<file path="config.mk">
export PLATFORM = sky130hd
export DESIGN_NAME = SiFHtop
export DESIGN_NICKNAME = d
export VERILOG_FILES = /design/src/design/sifhPkg.sv /design/src/design/histRam.sv /design/src/design/hisBuilderFSM.sv /design/src/design/peakFinder.sv /design/src/design/SiFHtop.sv
export VERILOG_INCLUDE_DIRS = /design/src /design/src/design
export SDC_FILE = /design/constraint.sdc
export NUM_CORES = 1
export LEC_CHECK = 0
export BUFFER_PORTS_ARGS = -buffer_cell sky130_fd_sc_hd__buf_2
export CAP_MARGIN = 25
export CORE_ASPECT_RATIO = 2
export CORE_MARGIN = 2
export CORE_UTILIZATION = 55
export DETAILED_ROUTE_END_ITERATION = 8
export GPL_TIMING_DRIVEN = 0
export MAX_ROUTING_LAYER = met4
export PLACE_DENSITY_LB_ADDON = 0.15
export SYNTH_ARGS = -nofsm -noshare
export SYNTH_HDL_FRONTEND = slang
export SYNTH_SLANG_ARGS = --single-unit
</file>
<file path="constraint.sdc">
create_clock -name clk -period 7.55 [get_ports clk]
set_input_delay 1.51 -clock clk [delete_from_list [all_inputs] [get_ports clk]]
set_output_delay 1.51 -clock clk [all_outputs]
set_load 0.01 [all_outputs]
</file>
<file path="src/design/sifh_params.svh">
`ifndef SIFH_PARAMS_SVH
`define SIFH_PARAMS_SVH

// timestamp width from the TDC
`define NP 12

// bin index width, top NB bits give the coarse bin
`define NB 6

// histogram count width, counts stop at all ones
`define PEAK_MAX 8

// bins per histogram
`define BIN_NUM 64

// samples taken in each build phase
`define SAMPLES_PER_HIS 300

`endif

</file>
<file path="src/design/sifhPkg.sv">
`default_nettype none

package sifhPkg;

`include "sifh_params.svh"

    // frame phases, in the order they run
    typedef enum logic [2:0] {
        CLEAR1, // zero the RAM
        BUILD1, // coarse histogram
        FIND1,  // coarse peak
        FILTER, // TH- / TH+ from coarse peak
        CLEAR2,
        BUILD2, // fine histogram inside the window
        FIND2,
        REPORT  // result pulse
    } sifhState_t;

    typedef logic [`NB-1:0] bin_t;

    typedef logic [`PEAK_MAX-1:0] count_t;

endpackage

`default_nettype wire

</file>
<file path="src/design/histRam.sv">
`timescale 1ns/100ps
`default_nettype none

`include "sifh_params.svh"

module histRam (
    input  wire                    clk,
    input  wire sifhPkg::bin_t     raddr,
    input  wire                    rEnable,
    input  wire sifhPkg::bin_t     waddr,
    input  wire                    wEnable,
    input  wire sifhPkg::count_t   wdata,
    output sifhPkg::count_t        rdata
);

    sifhPkg::count_t mem [0:`BIN_NUM-1];

    // write port
    always_ff @(posedge clk) begin
        if (wEnable) begin
            mem[waddr] <= wdata;
        end
    end

    // registered read, same-address write in the same cycle gives the old count
    always_ff @(posedge clk) begin
        if (rEnable) begin
            rdata <= mem[raddr];
        end
    end

endmodule

`default_nettype wire

</file>
<file path="src/design/hisBuilderFSM.sv">
`timescale 1ns/100ps
`default_nettype none

module hisBuilderFSM (
    input  wire                    clk,
    input  wire                    res,
    input  wire                    smpValid,
    input  wire sifhPkg::bin_t     smpBin,
    input  wire                    builderFlush,
    input  wire sifhPkg::count_t   rdata,
    output sifhPkg::bin_t          raddr,
    output logic                   rEnable,
    output sifhPkg::bin_t          waddr,
    output logic                   wEnable,
    output sifhPkg::count_t        wdata,
    output logic                   hisBuildDone
);

    typedef enum logic [1:0] {
        IDLE,
        RUN,
        DRAIN
    } bldState_t;

    bldState_t state;

    logic s1Valid;              // stage 2 holds a sample
    sifhPkg::bin_t s1Bin;

    logic fwdValid;             // last cycle's write for back-to-back hits
    sifhPkg::bin_t fwdBin;
    sifhPkg::count_t fwdVal;

    sifhPkg::count_t srcCount;
    sifhPkg::count_t incCount;

    // stage 1 reads the bin as the sample arrives
    assign raddr   = smpBin;
    assign rEnable = smpValid;

    // stage 2 uses the last write on a same-bin hit since the RAM read is stale
    assign srcCount = (fwdValid && fwdBin == s1Bin) ? fwdVal : rdata;
    assign incCount = (&srcCount) ? srcCount : srcCount + 1'b1; // saturate

    assign waddr   = s1Bin;
    assign wEnable = s1Valid;
    assign wdata   = incCount;

    always_ff @(posedge clk or negedge res) begin
        if (!res) begin
            s1Valid  <= 1'b0;
            fwdValid <= 1'b0;
        end else begin
            s1Valid  <= smpValid;
            fwdValid <= s1Valid;
        end
    end

    always_ff @(posedge clk) begin
        s1Bin  <= smpBin;
        fwdBin <= s1Bin;
        fwdVal <= incCount;
    end

    always_ff @(posedge clk or negedge res) begin
        if (!res) begin
            state        <= IDLE;
            hisBuildDone <= 1'b0;
        end else begin
            hisBuildDone <= 1'b0;
            case (state)
                IDLE: begin
                    if (builderFlush) begin
                        state <= DRAIN; // window may have caught nothing
                    end else if (smpValid) begin
                        state <= RUN;
                    end
                end
                RUN: begin
                    if (builderFlush) begin
                        state <= DRAIN;
                    end
                end
                DRAIN: begin
                    if (!smpValid && !s1Valid) begin
                        hisBuildDone <= 1'b1; // last write is in the RAM
                        state        <= IDLE;
                    end
                end
                default: state <= IDLE;
            endcase
        end
    end

    // two writes in a row to one bin must not lose the first increment
    assert property (@(posedge clk) disable iff (!res)
        (wEnable && $past(wEnable) && waddr == $past(waddr))
            |-> (wdata > $past(wdata)) || (&$past(wdata)));

endmodule

`default_nettype wire

</file>
<file path="src/design/peakFinder.sv">
`timescale 1ns/100ps
`default_nettype none

`include "sifh_params.svh"

module peakFinder (
    input  wire                    clk,
    input  wire                    res,
    input  wire                    findStart,
    input  wire sifhPkg::count_t   rdata,
    output sifhPkg::bin_t          raddr,
    output logic                   rEnable,
    output sifhPkg::bin_t          peakBin,
    output sifhPkg::count_t        peakVal,
    output logic                   findPeakFinish
);

    localparam sifhPkg::bin_t LAST_BIN = sifhPkg::bin_t'(`BIN_NUM - 1);

    logic cmpValid;             // rdata holds the count of cmpBin
    logic cmpLast;
    sifhPkg::bin_t cmpBin;

    // address sweep
    always_ff @(posedge clk or negedge res) begin
        if (!res) begin
            rEnable        <= 1'b0;
            raddr          <= '0;
            cmpValid       <= 1'b0;
            cmpLast        <= 1'b0;
            findPeakFinish <= 1'b0;
        end else begin
            if (findStart) begin
                rEnable <= 1'b1;
                raddr   <= '0;
            end else if (rEnable) begin
                rEnable <= (raddr != LAST_BIN);
                raddr   <= raddr + 1'b1;
            end
            cmpValid       <= rEnable;
            cmpLast        <= rEnable && (raddr == LAST_BIN);
            findPeakFinish <= cmpLast; // 2 cycles after the last read
        end
    end

    always_ff @(posedge clk) begin
        cmpBin <= raddr;
    end

    // running maximum, strict compare keeps the lower bin on a tie
    always_ff @(posedge clk) begin
        if (cmpValid) begin
            if (cmpBin == '0 || rdata > peakVal) begin
                peakVal <= rdata;
                peakBin <= cmpBin;
            end
        end
    end

    // sequencer must wait for the finish pulse before the next sweep
    assert property (@(posedge clk) disable iff (!res)
        findStart |-> !(rEnable || cmpValid || findPeakFinish));

endmodule

`default_nettype wire

</file>
<file path="src/design/SiFHtop.sv">
`timescale 1ns/100ps
`default_nettype none

`include "sifh_params.svh"

module SiFHtop (
    input  wire                    clk,
    input  wire                    res,
    input  wire [`NP-1:0]          data,
    input  wire                    dataValid,
    output logic                   wrEn,
    output sifhPkg::bin_t          coarsePeak,
    output sifhPkg::bin_t          finePeak,
    output sifhPkg::count_t        peakCount,
    output logic                   resultValid
);

    localparam int CNT_W = $clog2(`SAMPLES_PER_HIS + 1);
    localparam logic [CNT_W-1:0] SMP_TOTAL = CNT_W'(`SAMPLES_PER_HIS);
    localparam sifhPkg::bin_t LAST_BIN = sifhPkg::bin_t'(`BIN_NUM - 1);

    sifhPkg::sifhState_t state;
    sifhPkg::sifhState_t nextState;

    sifhPkg::bin_t clrAddr;
    logic [CNT_W-1:0] smpCnt;
    logic [`NP-1:0] thLow;      // TH-
    logic [`NP-1:0] thHigh;     // TH+

    logic clearing;
    logic building;
    logic accept;
    logic inWindow;

    logic smpValid;
    sifhPkg::bin_t smpBin;
    logic builderFlush;
    logic findStart;

    // builder side
    sifhPkg::bin_t bldRaddr;
    logic bldREnable;
    sifhPkg::bin_t bldWaddr;
    logic bldWEnable;
    sifhPkg::count_t bldWdata;
    logic hisBuildDone;

    // finder side
    sifhPkg::bin_t pfRaddr;
    logic pfREnable;
    sifhPkg::bin_t pfPeakBin;
    sifhPkg::count_t pfPeakVal;
    logic findPeakFinish;

    // RAM ports after the mux
    sifhPkg::bin_t ramRaddr;
    logic ramREnable;
    sifhPkg::bin_t ramWaddr;
    logic ramWEnable;
    sifhPkg::count_t ramWdata;
    sifhPkg::count_t ramRdata;

    assign clearing = (state == sifhPkg::CLEAR1) || (state == sifhPkg::CLEAR2);
    assign building = (state == sifhPkg::BUILD1) || (state == sifhPkg::BUILD2);

    assign wrEn   = building && (smpCnt != SMP_TOTAL);
    assign accept = wrEn && dataValid;

    // same as coarse bin == coarse peak
    assign inWindow = (data >= thLow) && (data <= thHigh);

    always_comb begin
        nextState = state;
        case (state)
            sifhPkg::CLEAR1: if (clrAddr == LAST_BIN) nextState = sifhPkg::BUILD1;
            sifhPkg::BUILD1: if (hisBuildDone) nextState = sifhPkg::FIND1;
            sifhPkg::FIND1:  if (findPeakFinish) nextState = sifhPkg::FILTER;
            sifhPkg::FILTER: nextState = sifhPkg::CLEAR2;
            sifhPkg::CLEAR2: if (clrAddr == LAST_BIN) nextState = sifhPkg::BUILD2;
            sifhPkg::BUILD2: if (hisBuildDone) nextState = sifhPkg::FIND2;
            sifhPkg::FIND2:  if (findPeakFinish) nextState = sifhPkg::REPORT;
            sifhPkg::REPORT: nextState = sifhPkg::CLEAR1;
            default:         nextState = sifhPkg::CLEAR1;
        endcase
    end

    always_ff @(posedge clk or negedge res) begin
        if (!res) begin
            state        <= sifhPkg::CLEAR1;
            clrAddr      <= '0;
            smpCnt       <= '0;
            smpValid     <= 1'b0;
            builderFlush <= 1'b0;
            findStart    <= 1'b0;
            resultValid  <= 1'b0;
        end else begin
            state        <= nextState;
            clrAddr      <= clearing ? clrAddr + 1'b1 : '0; // wraps to 0 after the last bin
            smpValid     <= accept && ((state == sifhPkg::BUILD1) || inWindow);
            builderFlush <= accept && (smpCnt == SMP_TOTAL - 1'b1);
            findStart    <= building && hisBuildDone;
            resultValid  <= (state == sifhPkg::FIND2) && findPeakFinish;
            if (!building) begin
                smpCnt <= '0;
            end else if (accept) begin
                smpCnt <= smpCnt + 1'b1; // outside-window samples count too
            end
        end
    end

    always_ff @(posedge clk) begin
        // coarse bin in BUILD1, fine bin in BUILD2
        smpBin <= (state == sifhPkg::BUILD1) ? data[`NP-1 -: `NB] : data[`NP-`NB-1:0];
        if (state == sifhPkg::FILTER) begin
            thLow  <= {pfPeakBin, {(`NP - `NB){1'b0}}};
            thHigh <= {pfPeakBin, {(`NP - `NB){1'b1}}};
        end
        if ((state == sifhPkg::FIND2) && findPeakFinish) begin
            coarsePeak <= thLow[`NP-1 -: `NB];
            finePeak   <= pfPeakBin;
            peakCount  <= pfPeakVal;
        end
    end

    // RAM port owner follows the phase
    always_comb begin
        ramRaddr   = '0;
        ramREnable = 1'b0;
        ramWaddr   = '0;
        ramWEnable = 1'b0;
        ramWdata   = '0;
        if (clearing) begin
            ramWaddr   = clrAddr;
            ramWEnable = 1'b1; // writes zero
        end else if (building) begin
            ramRaddr   = bldRaddr;
            ramREnable = bldREnable;
            ramWaddr   = bldWaddr;
            ramWEnable = bldWEnable;
            ramWdata   = bldWdata;
        end else if ((state == sifhPkg::FIND1) || (state == sifhPkg::FIND2)) begin
            ramRaddr   = pfRaddr;
            ramREnable = pfREnable;
        end
    end

    histRam histRam_i (
        .clk     (clk),
        .raddr   (ramRaddr),
        .rEnable (ramREnable),
        .waddr   (ramWaddr),
        .wEnable (ramWEnable),
        .wdata   (ramWdata),
        .rdata   (ramRdata)
    );

    hisBuilderFSM hisBuilderFSM_i (
        .clk          (clk),
        .res          (res),
        .smpValid     (smpValid),
        .smpBin       (smpBin),
        .builderFlush (builderFlush),
        .rdata        (ramRdata),
        .raddr        (bldRaddr),
        .rEnable      (bldREnable),
        .waddr        (bldWaddr),
        .wEnable      (bldWEnable),
        .wdata        (bldWdata),
        .hisBuildDone (hisBuildDone)
    );

    peakFinder peakFinder_i (
        .clk            (clk),
        .res            (res),
        .findStart      (findStart),
        .rdata          (ramRdata),
        .raddr          (pfRaddr),
        .rEnable        (pfREnable),
        .peakBin        (pfPeakBin),
        .peakVal        (pfPeakVal),
        .findPeakFinish (findPeakFinish)
    );

    // clear and builder never drive the write port together
    assert property (@(posedge clk) disable iff (!res)
        $onehot0({clearing, bldWEnable}));

    assert property (@(posedge clk) disable iff (!res)
        resultValid |=> !resultValid);

endmodule

`default_nettype wire

</file>
* Word level (Yosys, flattened, before mapping)
Memories as Yosys holds them, arrays and structs flattened. A register that Yosys moved wholly into a read port is not among the register bits. Cells that the tools add are included.
Operators by class: $add $sub $neg 4, muxes and demuxes 38, reductions and logical operators 25, magnitude comparators 3, equal/unequal tests 25
Operators with widths (number):
- two-way mux 6 bit | 9
- two-way mux 8 bit | 4
- case mux 3 bit (8 select lines) | 1
- two-way mux 3 bit | 6
- two-way mux 9 bit | 2
- != test 2 x 1 -> 1 bit, second input constant | 8
- adder 6 x 1 -> 6 bit, second input constant | 2
- equality test 3 bit, second input constant | 4
- equality test 6 bit, second input constant | 2
- greater-or-equal comparator 12 bit | 1
- less-or-equal comparator 12 bit | 1
- two-way mux 1 bit | 11
- logical AND 1 bit | 10
- adder 9 x 1 -> 9 bit, second input constant | 1
- equality test 9 bit, second input constant | 1
- != test 9 bit, second input constant | 1
- adder 8 x 1 -> 8 bit, second input constant | 1
- greater-than comparator 8 bit | 1
- two-way mux 2 bit | 4
- AND reduction 8 bit | 1
- equality test 3 x 2 -> 1 bit, second input constant | 2
- equality test 6 bit | 1
- zero test 6 bit | 1
- != test 6 bit, second input constant | 1
- 14 further kinds | 19
Storage, ports and cells: memories 1, register bits after elaboration 109, bits in writable memories 512, output and inout port bits 22
Memory list:
- histRam_i.mem | depth 64, bits a word 8, rd ports 1, clocked after Yosys merged registers in 1, write ports 1, RTL line histRam.sv:16 | sifhPkg::count_t mem [0:`BIN_NUM-1];

* Depth between registers and ports, before layout
word-level depth 7, gate-level depth with buffers 13

* By module
From an unflattened synthesis, not the netlist that was laid out.
Second synthesis, totals: cell total of the unflattened synthesis 1336, area total of the unflattened synthesis 24981.5 um^2
By module, submodules not included:
- histRam | area each 20246.9 um^2, cells each 940, seq. area each 15615.0 um^2, instances 1
- SiFHtop | area each 2526.2 um^2, cells each 208, seq. area each 1451.4 um^2, instances 1
- peakFinder | area each 1157.4 um^2, cells each 84, seq. area each 790.8 um^2, instances 1
- hisBuilderFSM | area each 1051.0 um^2, cells each 104, seq. area each 525.5 um^2, instances 1

* Worst setup path before layout
No wires, ideal clock.
path type register to register, start register hisBuilderFSM_i.s1Bin[1] (netlist: hisBuilderFSM_i.waddr[1]), end memory histRam_i.mem[0][3] in the netlist's numbering, data pin, clock period less this slack 6.117 ns, buffers on the path 1, data arrival time 5.395 ns, library setup time 0.722 ns, path slack 1.433 ns, cell stages (with the launch flop) 13, cell sequence dfxtp_1 xor2_1 or3_1 nor2_1 buf_2 nor2_1 a21oi_1 inv_1 ha_1 o21ai_0 nand4_1 xor2_1 a211oi_1
Between the ends: longest elaborated chain between the ends 7, elaborated cells on any way between the ends 8
RTL lines:
- from (decl) | RTL line hisBuilderFSM.sv:28 | sifhPkg::bin_t s1Bin;
- from (signal assigned) | RTL line hisBuilderFSM.sv:60 | s1Bin <= smpBin;
- equality test 6 bit (*) | RTL line hisBuilderFSM.sv:42 | assign srcCount = (fwdValid && fwdBin == s1Bin) ? fwdVal : rdata;
- logical AND 1 bit (*) | RTL line hisBuilderFSM.sv:42
- two-way mux 8 bit (*) | RTL line hisBuilderFSM.sv:42
- adder 8 x 1 -> 8 bit / AND reduction 8 bit (equally long branches) | RTL line hisBuilderFSM.sv:43 | assign incCount = (&srcCount) ? srcCount : srcCount + 1'b1;
- two-way mux 8 bit (*) | RTL line hisBuilderFSM.sv:43
- two-way mux 8 bit (*) | RTL line SiFHtop.sv:135 | end else if (building) begin
- two-way mux 8 bit (*) | RTL line SiFHtop.sv:132 | if (clearing) begin
- named net histRam_i.wdata[3] | RTL line histRam.sv:12 | input wire sifhPkg::count_t wdata,
- to (decl) | RTL line histRam.sv:16
Mark *: on every way through the listed nets, which the timed path passes. The rest lies on a longest branch.

* Worst setup path after layout
start register state[0], end memory histRam_i.mem[34][3] in the netlist's numbering (enable)
Between the ends: longest elaborated chain between the ends 6, elaborated cells on any way between the ends 12
RTL lines:
- from (decl) | RTL line SiFHtop.sv:22 | sifhPkg::sifhState_t state;
- from (signal assigned) | RTL line SiFHtop.sv:89 | state <= sifhPkg::CLEAR1;
- from (signal assigned) | RTL line SiFHtop.sv:97 | state <= nextState;
- equality test 3 x 1 -> 1 bit / equality test 3 bit (equally long branches) | RTL line SiFHtop.sv:64 | assign building = (state == sifhPkg::BUILD1) || (state == sifhPkg::BUILD2);
- logical OR 1 bit | RTL line SiFHtop.sv:64
- two-way mux 1 bit | RTL line SiFHtop.sv:135
- two-way mux 1 bit | RTL line SiFHtop.sv:132
- two-way mux 1 bit | RTL line histRam.sv:20 | if (wEnable) begin
- two-way mux 1 bit (not written as such) | RTL line histRam.sv:21 | mem[waddr] <= wdata;
Several ways; a longest one is shown, not always the timed one.

==> metrics.csv <==
metric;value;unit
Tmin final;5.199;ns
worst setup path class;reg2reg;
delay-heaviest family, CP;buffers and inverters;
Critical Path AT;5.43;ns
Routed Antenna Nets;0;
synthesized area per cell;12.81;um2
Hold Path Origin;peakFinder_i.cmpLast;
CP startpoint kind;flop;
post-cts resize count;0;
die height;322.5;um
clk_skew;0.03665;ns
setup ws final;2.351;ns
die width;163.2;um
Syn-to-layout area delta;11.27;%
Clk pin slew, worst setup/hold paths;0.07;ns
slew margin rel.;0.2308;
Tot Pwr;6.855;mW
Critical path buffers and inverters;7;
actual slew at the worst max-slew pin;1.154;ns
initial antenna violation count;4;
clk buf depth;3;
Setup-failing EPs final;0;
max-capacitance violation count;0;
Inserted Clock Buffers;53;
First-pass DRT Iterations;6;
hold depth;0;
cts hold-fix bufs;0;
worst hold path class;reg2reg;
RR Startpoint;state[0];
Max stage delay on crit path;0.96;ns
Yosys top cell area share;0.6029;
first-pass GRT wire length;146.4;mm
EDFF count, synth;560;
peak supply drop;0.0002339;V
Fmax achieved;192.3;MHz
Boundary Pins;37;
Synth Register Bits;629;
largest net degree at the start of global routing;65;
DIE AREA;0.05264;mm2
Avg WL per Cell;35.27;um
gr usage total;0.4139;
critical path depth;11;
setup slack on the worst flop-to-flop path;2.35;ns
Cell variety after synth;70;
placed instance count;2875;
cell repeated most along the worst path;buf_2;
slowest CP cell;nor2_1;
via/cell ratio;7.107;
number of global-route vias before repair;20949;
Synth Flop Type;edfxtp_1;
outcome;completed;
Worst Hold End;peakFinder_i.findPeakFinish;
post-synthesis async set-or-reset flop share;0.05882;
DP Worst Slack;2.610;ns
post-CTS setup buffers;0;
global route overflow;0;
Critical Path End Type;flop;
PortBufs;36;
Syn Inst Count;2178;
vias;21192;
dpl hpwl;76.66;mm
final slew viol count;0;
Tcrit/Tclk final;0.6887;
post-synth top area cell;edfxtp_1;
top cells by area, synth;edfxtp_1 60%, dfrtp_1 3.3%, o22ai_1 3.1%;
Pwr Density;220.9;mW/mm2
final hold vios;0;
Post-Layout Cell Count;2982;
required time at the worst-slack endpoint;7.78;ns
RSZ-0062 raised after global routing;false;
Row Count;116;
reg2reg path depth;11;
H-tree depth;2;
Synth Cell Area;0.02789;mm2
Critical Path, Cell by Cell;buf_6 -> buf_6 -> inv_2 -> clkbuf_1 -> buf_2 -> buf_2 -> buf_2 -> nand3_1 -> a21oi_1 -> nand3_1 -> nor2_1;
CTS tree;built;
Placer Congestion;1.145;
Yosys Warn Count;0;
leakage;9.409;nW
Worst R2R End;histRam_i.mem[34][3];
clk_lat worst skew;0.63;ns
crit path max fanout;10;
detailed-route wire length;105.2;mm
clock sink total;629;
sequential area share after synthesis;0.6591;
Remaining DRCs;0;
Layout Nets;2320;
CTS Root Cell;clkbuf_16;
drt initial violations;2375;
share of layout cells above drive strength 1;0.09657;
Initial Util;0.5570;
Core Area;0.05007;mm2
post-synth net total;2213;
synthesized netlist by cell type (all sizes together) (6+ instances only):
cell type  count
xnor2         11
ha            20
or2            7
o21bai        10
a21oi        124
o21ai         86
nand3         48
nand2b        11
mux2           9
o221ai         8
dfrtp         37
a2111oi        8
dfxtp         32
nand2        166
nor2         136
inv           36
o22ai        138
nand4         27
nand4bb        7
a221oi        58
nor2b          6
buf           74
mux2i         57
nand3b         6
and3           8
edfxtp       560
a311o          8
o31ai         10
nor3          42
a22o          85
and2          11
clkbuf        94
a211oi        13
a22oi         70
a222oi         8
xor2          13
a32o          15
or4            8
o211ai        30
a32oi         19
a31oi         23
area by class of cell:
cell class / count / area (um2)
diodes: 3 / 7.507
clock inverters: 41 / 528.0
plain buffers: 168 / 725.7
flip-flops and latches: 629 / 18380
repair buffers: 52 / 371.6
clock buffers: 59 / 1391
well taps: 649 / 812.0
inverters: 36 / 135.1
fillers: 3906 / 19040
multi-input cells: 1345 / 8682
how the worst max path moves through the flow:
| stage | slack, ns | to | from |
|---|---|---|---|
| after global routing | 2.35 | histRam_i.mem[16][2] | state[1] |
| after global placement | -4.15 | histRam_i.mem[28][3] | hisBuilderFSM_i.waddr[1] |
| after CTS | 2.63 | histRam_i.mem[34][3] | state[0] |
| after floorplan | 1.43 | histRam_i.mem[0][3] | hisBuilderFSM_i.waddr[1] |
| final | 2.35 | histRam_i.mem[34][3] | state[0] |
| after detailed placement | 2.61 | histRam_i.mem[34][3] | state[0] |
report_power, final:
group / switching (mW) / internal [mW] / leakage [nW] / total [mW]
Clock: 1.31 / 1.72 / 0.936 / 3.04
Sequential: 0.00655 / 3.74 / 4.75 / 3.74
Combinational: 0.0543 / 0.0217 / 3.73 / 0.0760
flip-flops by register name (all words and copies together), names as in the netlist, 8 cells and up:
name	count
peakFinder_i.peakVal	8
smpCnt	9
histRam_i.mem	512
hisBuilderFSM_i.fwdVal	8
histRam_i.rdata	8
peakCount	8
cells in the final DEF, fill, tap and decap left out, drive strengths merged, types with 15 or more instances in the layout:
cell    instances
a21oi         124
a221oi         58
a22o           85
a22oi          70
a31oi          23
a32o           15
a32oi          19
buf           126
clkbuf        153
clkinv         21
dfrtp          37
dfxtp          32
edfxtp        560
ha             20
inv            42
mux2i          57
nand2         166
nand3          48
nand4          27
nor2          136
nor3           42
o211ai         30
o21ai          86
o22ai         138
metrics by stage:
stage | util | hold WS (ns) | TNS (ns) | instance area, um2
2_1_floorplan | - | 0.3258 | 0 | 27890
3_3_place_gp | 0.5768 | 0.3370 | -265.38 | 28880
3_5_place_dp | 0.5804 | 0.3418 | 0 | 29060
4_1_cts | 0.6187 | 0.3566 | 0 | 30980
5_1_grt | 0.6198 | 0.3605 | 0 | 31040
6_report | 0.6198 | 0.3560 | 0 | 31040
routing by layer:
| metal | up-vias | track usage | wire length (um) |
|---|---|---|---|
| met2 | 1366 | 0.6923 | 52830 |
| met4 | 0 | 0.3817 | 12110 |
| met5 | - | - | 0 |
| met1 | 10437 | 0.3981 | 32530 |
| li1 | 8903 | - | - |
| met3 | 486 | 0.07612 | 7701 |
logic make-up (layout without fill, tap and decap cells):
logic type      Yosys count  count (layout)  synth area share
fa+ha+maj                20              20          0.008972
simple gates            501             501           0.08609
other cells               0               3                 0
flops                   629             629            0.6591
compound gates          734             734            0.1834
mux                      66              66           0.02409
buf+inv                 204             356           0.03086
xor+xnor                 24              24          0.007536
No activity file was read; power rests on OpenSTA's default activity.
